<file path="src/bus_ctrl_pkg.sv">
/*
 * Shared settings and readback address maps, bus structs and version constants
 * for the control and status block. Modules import it inside their bodies.
 */
`default_nettype none

package bus_ctrl_pkg;

   // --------------------------------------------------
   // Settings bus address map
   // --------------------------------------------------
   typedef enum logic [7:0] {
      SR_LEDS       = 8'd0,
      SR_SW_RST     = 8'd1,
      SR_CLOCK_CTRL = 8'd2,
      SR_SFPP_CTRL0 = 8'd8,
      SR_SFPP_CTRL1 = 8'd9
   } sr_addr_e;

   // --------------------------------------------------
   // Readback address map
   // --------------------------------------------------
   typedef enum logic [7:0] {
      RB_COUNTER      = 8'd0,
      RB_CLK_STATUS   = 8'd3,
      RB_ETH_TYPE0    = 8'd4,
      RB_ETH_TYPE1    = 8'd5,
      RB_COMPAT_NUM   = 8'd6,
      RB_SFPP_STATUS0 = 8'd8,
      RB_SFPP_STATUS1 = 8'd9
   } rb_addr_e;

   // One settings write, address on top
   typedef struct packed {
      logic [7:0]  addr;
      logic [31:0] data;
   } set_req_t;

   // Cage pins, same order as the status word
   typedef struct packed {
      logic mod_abs;
      logic tx_fault;
      logic rx_los;
   } sfpp_pins_t;

   // Per-cage status word as seen on readback
   typedef struct packed {
      logic [15:0] phy_status;
      logic [9:0]  zero;
      sfpp_pins_t  changed;
      sfpp_pins_t  pins;
   } sfpp_status_t;

   // Compatibility number, major in the upper half
   localparam logic [15:0] COMPAT_MAJOR = 16'h000B;
   localparam logic [15:0] COMPAT_MINOR = 16'h0000;

   localparam int RB_DATA_W = 32;

endpackage

`default_nettype wire

</file>
<file path="src/bus_ctrl_top.sv">
/*
 * Control and status block top level. Connects the settings register bank,
 * one status monitor per SFP+ cage and the readback port.
 */
`timescale 1ns/10ps
`default_nettype none

module bus_ctrl_top #(
   parameter logic [6:0] CLK_CTRL_RESET = 7'b1000000,
   parameter bit         ETH_TYPE0      = 1'b0,
   parameter bit         ETH_TYPE1      = 1'b0
) (
   input  wire                                 clk,
   input  wire                                 i_rst_n,
   // Settings bus
   input  logic                                i_set_stb,
   input  bus_ctrl_pkg::set_req_t              i_set,
   // Readback bus
   input  logic                                i_rb_rd_stb,
   input  bus_ctrl_pkg::rb_addr_e              i_rb_addr,
   // Cage and clocking status inputs
   input  bus_ctrl_pkg::sfpp_pins_t [1:0]      i_sfpp_pins,
   input  wire  [1:0][15:0]                    i_phy_status,
   input  wire  [7:0]                          i_clock_status,
   // Register outputs
   output logic [7:0]                          o_leds,
   output logic [3:0]                          o_sw_rst,
   output logic [6:0]                          o_clock_control,
   output logic [1:0][1:0]                     o_sfpp_rs,
   // Readback response
   output logic                                o_rb_valid,
   output logic [bus_ctrl_pkg::RB_DATA_W-1:0]  o_rb_data,
   output logic [1:0]                          o_sfpp_clear
);

   import bus_ctrl_pkg::*;

   sfpp_status_t [1:0] sfpp_status;

   // --------------------------------------------------
   // Settings registers
   // --------------------------------------------------
   ctrl_regs #(
      .CLK_CTRL_RESET (CLK_CTRL_RESET)
   ) ctrl_regs_inst (
      .clk             (clk),
      .i_rst_n         (i_rst_n),
      .i_set_stb       (i_set_stb),
      .i_set           (i_set),
      .o_leds          (o_leds),
      .o_sw_rst        (o_sw_rst),
      .o_clock_control (o_clock_control),
      .o_sfpp_rs       (o_sfpp_rs)
   );

   // --------------------------------------------------
   // Per-cage status monitors
   // --------------------------------------------------
   for (genvar cage = 0; cage < 2; cage++) begin : g_sfpp_mon
      sfpp_status_monitor sfpp_status_monitor_inst (
         .clk          (clk),
         .i_rst_n      (i_rst_n),
         .i_pins       (i_sfpp_pins[cage]),
         .i_phy_status (i_phy_status[cage]),
         .i_clear      (o_sfpp_clear[cage]),
         .o_status     (sfpp_status[cage])
      );
   end

   // Readback port, also source of the status clears
   readback_mux #(
      .ETH_TYPE0 (ETH_TYPE0),
      .ETH_TYPE1 (ETH_TYPE1)
   ) readback_mux_inst (
      .clk            (clk),
      .i_rst_n        (i_rst_n),
      .i_rb_rd_stb    (i_rb_rd_stb),
      .i_rb_addr      (i_rb_addr),
      .i_clock_status (i_clock_status),
      .i_sfpp_status  (sfpp_status),
      .o_rb_valid     (o_rb_valid),
      .o_rb_data      (o_rb_data),
      .o_sfpp_clear   (o_sfpp_clear)
   );

endmodule

`default_nettype wire

</file>
<file path="src/ctrl_regs.sv">
/*
 * Settings-bus register bank. Each strobed write loads the register at the
 * matching address; outputs update one cycle after the strobe.
 */
`timescale 1ns/10ps
`default_nettype none

module ctrl_regs #(
   parameter logic [6:0] CLK_CTRL_RESET = 7'b1000000
) (
   input  wire                     clk,
   input  wire                     i_rst_n,
   input  logic                    i_set_stb,
   input  bus_ctrl_pkg::set_req_t  i_set,
   output logic [7:0]              o_leds,
   output logic [3:0]              o_sw_rst,
   output logic [6:0]              o_clock_control,
   output logic [1:0][1:0]         o_sfpp_rs
);

   import bus_ctrl_pkg::*;

   // --------------------------------------------------
   // Write decode
   // --------------------------------------------------
   // SW_RST bits
   //   [0] PHY reset
   //   [1] radio clock domain reset
   //   [2] radio clock PLL reset
   //   [3] spare
   // SFPP_CTRLn bits, 1 = pull rate-select pin low
   //   [0] RS0
   //   [1] RS1
   always_ff @(posedge clk) begin
      if (!i_rst_n) begin
         o_leds          <= '0;
         o_sw_rst        <= '0;
         // Bit 6 keeps the GPSDO enabled out of reset
         o_clock_control <= CLK_CTRL_RESET;
         o_sfpp_rs       <= '0;
      end else if (i_set_stb) begin
         case (i_set.addr)
            SR_LEDS: begin
               o_leds <= i_set.data[7:0];
            end
            SR_SW_RST: begin
               o_sw_rst <= i_set.data[3:0];
            end
            SR_CLOCK_CTRL: begin
               o_clock_control <= i_set.data[6:0];
            end
            SR_SFPP_CTRL0: begin
               o_sfpp_rs[0] <= i_set.data[1:0];
            end
            SR_SFPP_CTRL1: begin
               o_sfpp_rs[1] <= i_set.data[1:0];
            end
            default: begin
               // Unmapped address, bank unchanged
            end
         endcase
      end
   end

endmodule

`default_nettype wire

</file>
<file path="src/readback_mux.sv">
/*
 * Readback port. Registers the addressed word one cycle after each read strobe,
 * keeps the free-running cycle counter and issues the per-cage status clears.
 */
`timescale 1ns/10ps
`default_nettype none

module readback_mux #(
   parameter bit ETH_TYPE0 = 1'b0,
   parameter bit ETH_TYPE1 = 1'b0
) (
   input  wire                                   clk,
   input  wire                                   i_rst_n,
   input  logic                                  i_rb_rd_stb,
   input  bus_ctrl_pkg::rb_addr_e                i_rb_addr,
   input  wire  [7:0]                            i_clock_status,
   input  bus_ctrl_pkg::sfpp_status_t [1:0]      i_sfpp_status,
   output logic                                  o_rb_valid,
   output logic [bus_ctrl_pkg::RB_DATA_W-1:0]    o_rb_data,
   output logic [1:0]                            o_sfpp_clear
);

   import bus_ctrl_pkg::*;

   logic [RB_DATA_W-1:0] counter_q;
   logic [RB_DATA_W-1:0] rb_sel;

   // --------------------------------------------------
   // Free-running cycle counter
   // --------------------------------------------------
   always_ff @(posedge clk) begin
      if (!i_rst_n) begin
         counter_q <= '0;
      end else begin
         counter_q <= counter_q + 1'b1;
      end
   end

   // --------------------------------------------------
   // Address decode
   // --------------------------------------------------
   always_comb begin
      case (i_rb_addr)
         RB_COUNTER:      rb_sel = counter_q;
         RB_CLK_STATUS:   rb_sel = {24'b0, i_clock_status};
         // 1 = 10G port, 0 = 1G port
         RB_ETH_TYPE0:    rb_sel = RB_DATA_W'(ETH_TYPE0);
         RB_ETH_TYPE1:    rb_sel = RB_DATA_W'(ETH_TYPE1);
         RB_COMPAT_NUM:   rb_sel = {COMPAT_MAJOR, COMPAT_MINOR};
         RB_SFPP_STATUS0: rb_sel = i_sfpp_status[0];
         RB_SFPP_STATUS1: rb_sel = i_sfpp_status[1];
         default:         rb_sel = '0;
      endcase
   end

   // Reading a status word clears its change flags on the same edge,
   // while the response register still samples the old flags
   assign o_sfpp_clear[0] = i_rb_rd_stb && (i_rb_addr == RB_SFPP_STATUS0);
   assign o_sfpp_clear[1] = i_rb_rd_stb && (i_rb_addr == RB_SFPP_STATUS1);

   // --------------------------------------------------
   // Response register
   // --------------------------------------------------
   // One response per strobe, exactly one cycle later
   always_ff @(posedge clk) begin
      if (!i_rst_n) begin
         o_rb_valid <= 1'b0;
      end else begin
         o_rb_valid <= i_rb_rd_stb;
      end
   end

   // Payload only loads on a strobe
   always_ff @(posedge clk) begin
      if (i_rb_rd_stb) begin
         o_rb_data <= rb_sel;
      end
   end

endmodule

`default_nettype wire

</file>
<file path="src/sfpp_status_monitor.sv">
/*
 * Status monitor for one SFP+ cage. Brings the cage pins and PHY status into
 * the bus clock domain and latches a sticky change flag per pin until cleared.
 */
`timescale 1ns/10ps
`default_nettype none

module sfpp_status_monitor (
   input  wire                        clk,
   input  wire                        i_rst_n,
   input  bus_ctrl_pkg::sfpp_pins_t   i_pins,
   input  wire  [15:0]                i_phy_status,
   input  logic                       i_clear,
   output bus_ctrl_pkg::sfpp_status_t o_status
);

   import bus_ctrl_pkg::*;

   localparam int PIN_W  = $bits(sfpp_pins_t);
   localparam int SYNC_W = PIN_W + 16;

   // PHY bits on top, cage pins at the bottom
   logic [SYNC_W-1:0] raw_in;
   logic [SYNC_W-1:0] meta_q;
   logic [SYNC_W-1:0] sync_q;
   logic [PIN_W-1:0]  prev_q;
   logic [PIN_W-1:0]  chg_q;
   logic [PIN_W-1:0]  pin_diff;

   assign raw_in = {i_phy_status, i_pins};

   // --------------------------------------------------
   // Two-flop synchronizer plus previous-value stage
   // --------------------------------------------------
   // All inputs treated as asynchronous, bit by bit
   always_ff @(posedge clk) begin
      if (!i_rst_n) begin
         meta_q <= '0;
         sync_q <= '0;
         prev_q <= '0;
      end else begin
         meta_q <= raw_in;
         sync_q <= meta_q;
         // Only the pins need edge history
         prev_q <= sync_q[PIN_W-1:0];
      end
   end

   // Any pin that moved since last cycle
   assign pin_diff = sync_q[PIN_W-1:0] ^ prev_q;

   // --------------------------------------------------
   // Sticky change flags
   // --------------------------------------------------
   // Clear has priority over a change seen in the same cycle
   always_ff @(posedge clk) begin
      if (!i_rst_n || i_clear) begin
         chg_q <= '0;
      end else begin
         chg_q <= chg_q | pin_diff;
      end
   end

   // Status word assembly
   assign o_status.phy_status = sync_q[SYNC_W-1:PIN_W];
   assign o_status.zero       = '0;
   assign o_status.changed    = chg_q;
   assign o_status.pins       = sync_q[PIN_W-1:0];

endmodule

`default_nettype wire
</file>
<file path="config.mk">
export PLATFORM = sky130hd
export DESIGN_NAME = bus_ctrl_top
export DESIGN_NICKNAME = d
export VERILOG_FILES = /design/src/bus_ctrl_pkg.sv /design/src/bus_ctrl_top.sv /design/src/ctrl_regs.sv /design/src/readback_mux.sv /design/src/sfpp_status_monitor.sv
export SDC_FILE = /design/constraint.sdc
export NUM_CORES = 1
export LEC_CHECK = 0
export ABC_AREA = 1
export BUFFER_PORTS_ARGS = -buffer_cell sky130_fd_sc_hd__buf_2
export CAP_MARGIN = 10
export CORE_MARGIN = 2
export CORE_UTILIZATION = 30
export DETAILED_ROUTE_END_ITERATION = 10
export SYNTH_ARGS = -nofsm -noshare
export SYNTH_HDL_FRONTEND = slang
export SYNTH_SLANG_ARGS = --single-unit
export TNS_END_PERCENT = 100
</file>
<file path="constraint.sdc">
create_clock -name clk -period 1.8 [get_ports clk]
set_input_delay 0.36 -clock clk [delete_from_list [all_inputs] [get_ports clk]]
set_output_delay 0.36 -clock clk [all_outputs]
set_load 0.02 [all_outputs]
</file>
==> results of run 1 <==
## final cells by class
| type | instances | area, sq um |
|---|---|---|
| Tap cell | 285 | 357 |
| Inverter | 130 | 488 |
| Fill cell | 2338 | 14100 |
| Multi-Input combinational cell | 520 | 2320 |
| Timing Repair Buffer | 146 | 783 |
| Sequential cell | 176 | 3840 |
| Clock inverter | 14 | 135 |
| Clock buffer | 18 | 429 |
## flip-flops by register name, indices dropped and copies added, names as in the netlist
name,cells
g_sfpp_mon.sfpp_status_monitor_inst.prev_q,6
g_sfpp_mon.sfpp_status_monitor_inst.meta_q,38
readback_mux_inst.o_rb_valid,1
readback_mux_inst.o_rb_data,32
ctrl_regs_inst.o_sw_rst,4
ctrl_regs_inst.o_sfpp_rs,4
g_sfpp_mon.sfpp_status_monitor_inst.chg_q,6
readback_mux_inst.counter_q,32
ctrl_regs_inst.o_clock_control,7
ctrl_regs_inst.o_leds,8
g_sfpp_mon.sfpp_status_monitor_inst.sync_q,38
## routing by layer
layer / share of wire [%] / vias up / routed length [microns]
met5: 0 / - / 0
met3: 3.2 / 14 / 490
met2: 47 / 109 / 7250
met4: 1.3 / 0 / 206
met1: 48 / 2355 / 7370
li1: - / 2917 / -
## through the flow
| stage | util [%] | cell area, sq um | std cells | total power [mW] | hold slack [ns] |
|---|---|---|---|---|---|
| floorplan | - | 6800 | 855 | 4.47 | 0.390 |
| global placement | 34.7 | 7790 | 1257 | 4.66 | 0.397 |
| detailed placement | 34.7 | 7790 | 1257 | 4.66 | 0.398 |
| CTS | 37.3 | 8360 | 1289 | 8.20 | 0.0873 |
| global route | 37.3 | 8360 | 1289 | 8.40 | 0.106 |
| finish | 37.3 | 8360 | 1289 | 8.09 | 0.110 |
## logic make-up after synthesis
group	synth area share [%]
AOI/OAI and AO/OA	3.61
buffers and inverters	9.35
and+or+nand+nor	29.3
DFF	56.5
xor gates and xnor gates	1.03
adders and majority gates	0.184
## final timing paths
kind,start,depth (start not counted),slack [ns],to
max reg2reg,readback_mux_inst.counter_q[0]$_SDFF_PN0_,7,0.24,readback_mux_inst.counter_q[12]$_SDFF_PN0_
max,i_rb_addr[2],7,0.08,o_sfpp_clear[1]
min,i_phy_status[9],3,0.11,g_sfpp_mon[0].sfpp_status_monitor_inst.meta_q[12]$_SDFF_PN0_
min reg2reg,g_sfpp_mon[0].sfpp_status_monitor_inst.meta_q[9]$_SDFF_PN0_,2,0.41,g_sfpp_mon[0].sfpp_status_monitor_inst.sync_q[9]$_SDFF_PN0_
## critical path: stages
cell     delay (ns)
buf_2          0.12
inv_1          0.07
nand2_1        0.13
nor3_4         0.19
nand2_1        0.10
nor2_1         0.18
buf_2          0.20
## what timing repair did
item / CTS / global route
resized for setup: 0 / 1
setup buffers: 0 / 0
setup endpoints to repair: 0 / 1
## power breakdown
part | switching [mW] | internal [mW] | total, mW
combinational | 0.248 | 0.151 | 0.399
sequential | 0.0445 | 4.12 | 4.17
clock | 1.67 | 1.84 | 3.52
## placed cells by master, fill, tap and decap left out, drive strengths merged
cell type,instances
inv,139
nand4,8
o21a,2
nor2,143
nor3,8
nand3,93
nand2,211
dfxtp,144
edfxtp,32
o21ai,19
a21oi,27
xor2,8
clkinvlp,2
clkinv,3
buf,146
clkbuf,18
ha,1
==> flow_summary_export.csv, run 1 <==
group,metric,value,unit
run_status,status,"finished clean",
worst_setup_path,worstPathRequired,1.44,ns
logic_synthesis,synth_most_common_cell,"nand2_1",
timing,setup_violations,0,
logic_synthesis,seq_area_frac_synth,56.5,%
placed_design,hpwl,11500,microns
floorplanning,top_level_ports,156,
drt,wl_per_cell,11.9,microns
clock_network,htree_levels,4,
floorplanning,die_h,155,microns
logic_synthesis,synthTopCellsByCount,"209 x nand2_1, 144 x dfxtp_1, 132 x nor2_1, 127 x inv_1, 93 x nand3_1",
global_route,track_usage,13.3,%
global_route,grt_use_met1,17.3,%
worst_setup_path,cp_max_fo,3,
cells_and_area,n_antenna_cell,0,
logic_synthesis,syn_area_per_cell,7.95,sq um
floorplanning,core-area,22400,sq um
logic_synthesis,synthFlopType,"dfxtp_1",
global_route,grt.overflow.total,0,
clock_network,cts_tree,"built",
global_route,grt_max_degree,73,
placed_design,dpl_worst_slack,0.0768,ns
timing,post-route-period-util,95.5,%
logic_synthesis,synth.cell_area,6800,sq um
power_and_ir_drop,ir_drop,442,uV
drt,antenna_left,0,
drt,drc,0,
power_and_ir_drop,p_leak,4.11,nW
timing,layout_setup_ws,0.0804,ns
floorplanning,rows,55,
drt,viasPerCell,4.19,
power_and_ir_drop,power_density,967,nW/um^2
logic_synthesis,synth_top_area_cell,"dfxtp_1",
timing,skew,0.00833,ns
clock_network,clockRootBuffer,"clkbuf_16",
global_route,grt_pass1_vias,5087,
worst_setup_path,cp-start-kind,"primary input",
worst_setup_path,crit_type,"primary input to output pin",
global_route,top_usage_layer,"met2",
cells_and_area,final_nets,1090,
drt,drtPass1Iterations,5,
logic_synthesis,synthTopCellsByArea,"dfxtp_1 42%, edfxtp_1 14%, nand2_1 12%, nor2_1 7.3%, inv_1 7.0%",
clock_network,clkSlewWorstSetupHoldPaths,0.07,ns
logic_synthesis,yosysWarnings,0,
cells_and_area,area_growth,22.9,%
clock_network,clk_path_buf_depth,2,
placed_design,place.port_buffers,131,
floorplanning,dieArea,23900,sq um
timing,slew_viol_final,0,
clock_network,cts_num_sinks,176,
clock_network,clock_latency,0.43,ns
placed_design,place.gp.congestion,0.823,
floorplanning,die_w,155,microns
drt,vias,5395,
logic_synthesis,syn-num-nets,954,
timing,worst_pin_slew,0.458,ns
min_path,hold_class,"primary input to register",
clock_network,hold_buffers,0,
global_route,grt_first_pass_wirelength,25300,microns
logic_synthesis,async_reset_ff_share,0,%
timing,rsz0062_at_grt,"no",
cells_and_area,drive_gt1_share,19.6,%
global_route,use_met2,21.7,%
timing,fmax,0.582,GHz
drt,routed_wl,15300,microns
global_route,grt.met3_usage,2.80,%
global_route,antenna_found_initial,0,
drt,drt_iter0_drc,336,
worst_setup_path,cp.arrival,1.36,ns
logic_synthesis,synth_edf_count,32,
logic_synthesis,yosysUniqueCellTypes,26,
logic_synthesis,synthCells,855,
timing,tns,0,ns
logic_synthesis,synth.ff_latch_count,176,
floorplanning,initial_core_util,30.3,%
timing,finalHoldViolations,0,
job,cap_violations,0,
clock_network,cts_made_buffers,17,
timing,max_slew_margin,69.3,%
worst_setup_path,endpoint_kind,"output pin",
logic_synthesis,synth_top_area_share,42.4,%
timing,min_period,1.72,ns
(Power assumes the default switching activity.)
==> run 2: changes to the inputs <==
==> constraint.sdc (replaced) <==
create_clock -name clk -period 1.8 [get_ports clk]
set_input_delay 0.18 -clock clk [delete_from_list [all_inputs] [get_ports clk]]
set_output_delay 0.18 -clock clk [all_outputs]
set_load 0.02 [all_outputs]
==> run 2 against run 1 <==
- hold slack got worse by 0.086 ns
- global-route usage increased by 0.44 points
- maximum frequency increased by 9.9%
- sequential share of layout area decreased by 1.9 points
- clock power decreased by 2%
- critical path type is now register to register
- largest cell class unchanged
- largest power group unchanged
==> flow_summary_export.csv, run 2 (synthesis results as in run 1) <==
group,metric,value,unit
run_status,status,"finished clean",
floorplanning,rows,55,
global_route,grt.overflow.total,0,
cells_and_area,final_core_util,38.9,%
worst_setup_path,rr_worst_depth,8,
worst_setup_path,crit_type,"register to register",
power_and_ir_drop,power.total,8.09,mW
clock_network,clkSlewWorstSetupHoldPaths,0.07,ns
global_route,grt_max_degree,73,
clock_network,cts_tree,"built",
cells_and_area,n_antenna_cell,0,
drt,routed_wl,15700,microns
worst_setup_path,cp.arrival,1.88,ns
worst_setup_path,cp-start-kind,"register",
floorplanning,die_h,155,microns
cells_and_area,seqCellArea,3840,sq um
worst_setup_path,r2r-end,"readback_mux_inst.counter_q[24]$_SDFF_PN0_",
timing,rsz0062_at_grt,"no",
timing,layout_setup_ws,0.236,ns
placed_design,place_inst,1253,
drt,drtPass1Iterations,4,
global_route,grt_first_pass_wirelength,25800,microns
timing,min_period,1.56,ns
power_and_ir_drop,p_leak,4.25,nW
clock_network,cts_num_sinks,176,
clock_network,clock_latency,0.42,ns
cells_and_area,fin_cells,1324,
clock_network,clockRootBuffer,"clkbuf_16",
timing,worst_pin_slew,0.498,ns
drt,vias,5546,
timing,post-route-period-util,86.9,%
job,cap_violations,0,
power_and_ir_drop,power_density,928,nW/um^2
placed_design,place.port_buffers,131,
timing,slew_viol_final,0,
clock_network,cts.repair.resized,0,
drt,wl_per_cell,11.9,microns
global_route,track_usage,13.7,%
timing,hold_slack,0.0239,ns
worst_setup_path,worstPathRequired,2.12,ns
power_and_ir_drop,p_comb_share,5.7,%
global_route,grt_pass1_vias,5193,
power_and_ir_drop,seqPwrFrac,51.5,%
min_path,whs_path_depth,3,
placed_design,dpl_worst_slack,0.237,ns
power_and_ir_drop,p_clk_share,42.8,%
power_and_ir_drop,power.share.switching,23.9,%
floorplanning,top_level_ports,156,
placed_design,place.gp.congestion,0.836,
worst_setup_path,endpoint_kind,"register",
worst_setup_path,reg2reg_slack,0.24,ns
min_path,hold_class,"primary input to register",
placed_design,hpwl,11300,microns
power_and_ir_drop,p_switching,1.94,mW
cells_and_area,final_common_cell,"nand2_1",
drt,drt_iter0_drc,278,
power_and_ir_drop,ir_drop,505,uV
min_path,holdCritStartpoint,"i_set[0]",
floorplanning,die_w,155,microns
cells_and_area,final_area,8720,sq um
cells_and_area,final_nets,1125,
clock_network,htree_levels,4,
clock_network,clk_path_buf_depth,2,
power_and_ir_drop,intPower,6.16,mW
timing,skew,0.0103,ns
worst_setup_path,r2r_start,"readback_mux_inst.counter_q[0]$_SDFF_PN0_",
timing,tns,0,ns
floorplanning,core-area,22400,sq um
cells_and_area,num-fill-cells,2372,
cells_and_area,multi_input_area,2320,sq um
drt,viasPerCell,4.19,
worst_setup_path,cp_max_fo,6,
cells_and_area,top_regs,"g_sfpp_mon.sfpp_status_monitor_inst.meta_q x38, g_sfpp_mon.sfpp_status_monitor_inst.sync_q x38",
timing,fmax,0.639,GHz
cells_and_area,final_cell_mix,"209 x nand2_1, 144 x dfxtp_1, 132 x nor2_1",
drt,drc,0,
placed_design,place_area,7780,sq um
timing,finalHoldViolations,0,
global_route,antenna_found_initial,0,
clock_network,cts_made_buffers,17,
drt,antenna_left,0,
timing,setup_violations,0,
cells_and_area,drive_gt1_share,18.4,%
timing,max_slew_margin,66.6,%
floorplanning,initial_core_util,30.3,%
cells_and_area,area_growth,28.2,%
floorplanning,dieArea,23900,sq um
min_path,worstHoldEndpoint,"ctrl_regs_inst.o_clock_control[0]$_SDFFE_PN0P_",
==> run 2: cell types whose count changed in the layout (fill, tap and decap cells not counted) <==
| cell | change |
|---|---|
| buf_12 | +1 |
| buf_4 | -5 |
| clkbuf_1 | +1 |
| clkinv_4 | +1 |
| clkinvlp_4 | -1 |
| dlygate4sd3_1 | +39 |
| inv_4 | +2 |
| inv_6 | -2 |
| inv_8 | -1 |
| nor2_1 | +1 |
| nor2_2 | -1 |
==> run 2: layout make-up <==
class,count,share of cell area [%]
sequential,176,44.1
multi-input combinational,520,26.6
timing repair buffer,181,13.3
inverter,130,5.60
clock buffer,19,4.96
tap,285,4.09
clock inverter,13,1.38
==> run 2: metal layers <==
| metal | share of wire, % | track usage [%] |
|---|---|---|
| met5 | 0 | 0 |
| met3 | 3.3 | 3.28 |
| met1 | 48 | 17.3 |
| met2 | 47 | 22.3 |
| met4 | 2.2 | 6.17 |
==> run 2: critical path: stages (launching register included) <==
cell and delay (ns):
dfxtp_1 0.38, ha_1 0.19, nand2_1 0.07, nor2_1 0.21, nand2_2 0.19, nor2_4 0.22
nand3_1 0.09, nand2_1 0.06, nor2_1 0.04
==> run 2: worst max-delay path by stage <==
stage                                                    startpoint                                    endpoint  slack (ns)  cells past startpoint
after floorplan           readback_mux_inst.counter_q[0]$_SDFF_PN0_  readback_mux_inst.counter_q[12]$_SDFF_PN0_        0.46                      7
after global placement    readback_mux_inst.counter_q[0]$_SDFF_PN0_  readback_mux_inst.counter_q[20]$_SDFF_PN0_        0.27                      8
after detailed placement                               i_rb_addr[7]    readback_mux_inst.o_rb_data[7]$_DFFE_PP_        0.24                      6
after CTS                 readback_mux_inst.counter_q[0]$_SDFF_PN0_  readback_mux_inst.counter_q[24]$_SDFF_PN0_        0.24                      8
after global routing      readback_mux_inst.counter_q[0]$_SDFF_PN0_  readback_mux_inst.counter_q[16]$_SDFF_PN0_        0.06                      8
final                     readback_mux_inst.counter_q[0]$_SDFF_PN0_  readback_mux_inst.counter_q[24]$_SDFF_PN0_        0.24                      8
==> run 2: power groups by stage <==
stage / clock network (mW) / registers, mW / logic [mW]
after floorplan: 0 / 4.28 / 0.191
after global placement: 0 / 4.26 / 0.395
after detailed placement: 0 / 4.26 / 0.401
after CTS: 3.56 / 4.17 / 0.465
after global routing: 3.72 / 4.18 / 0.522
final: 3.46 / 4.17 / 0.462
==> run 2: timing repair <==
action	4_1_cts	5_1_grt
buffers inserted	0	0
setup endpoints to repair	0	0
hold buffers	39	0
hold endpoints to repair	39	0
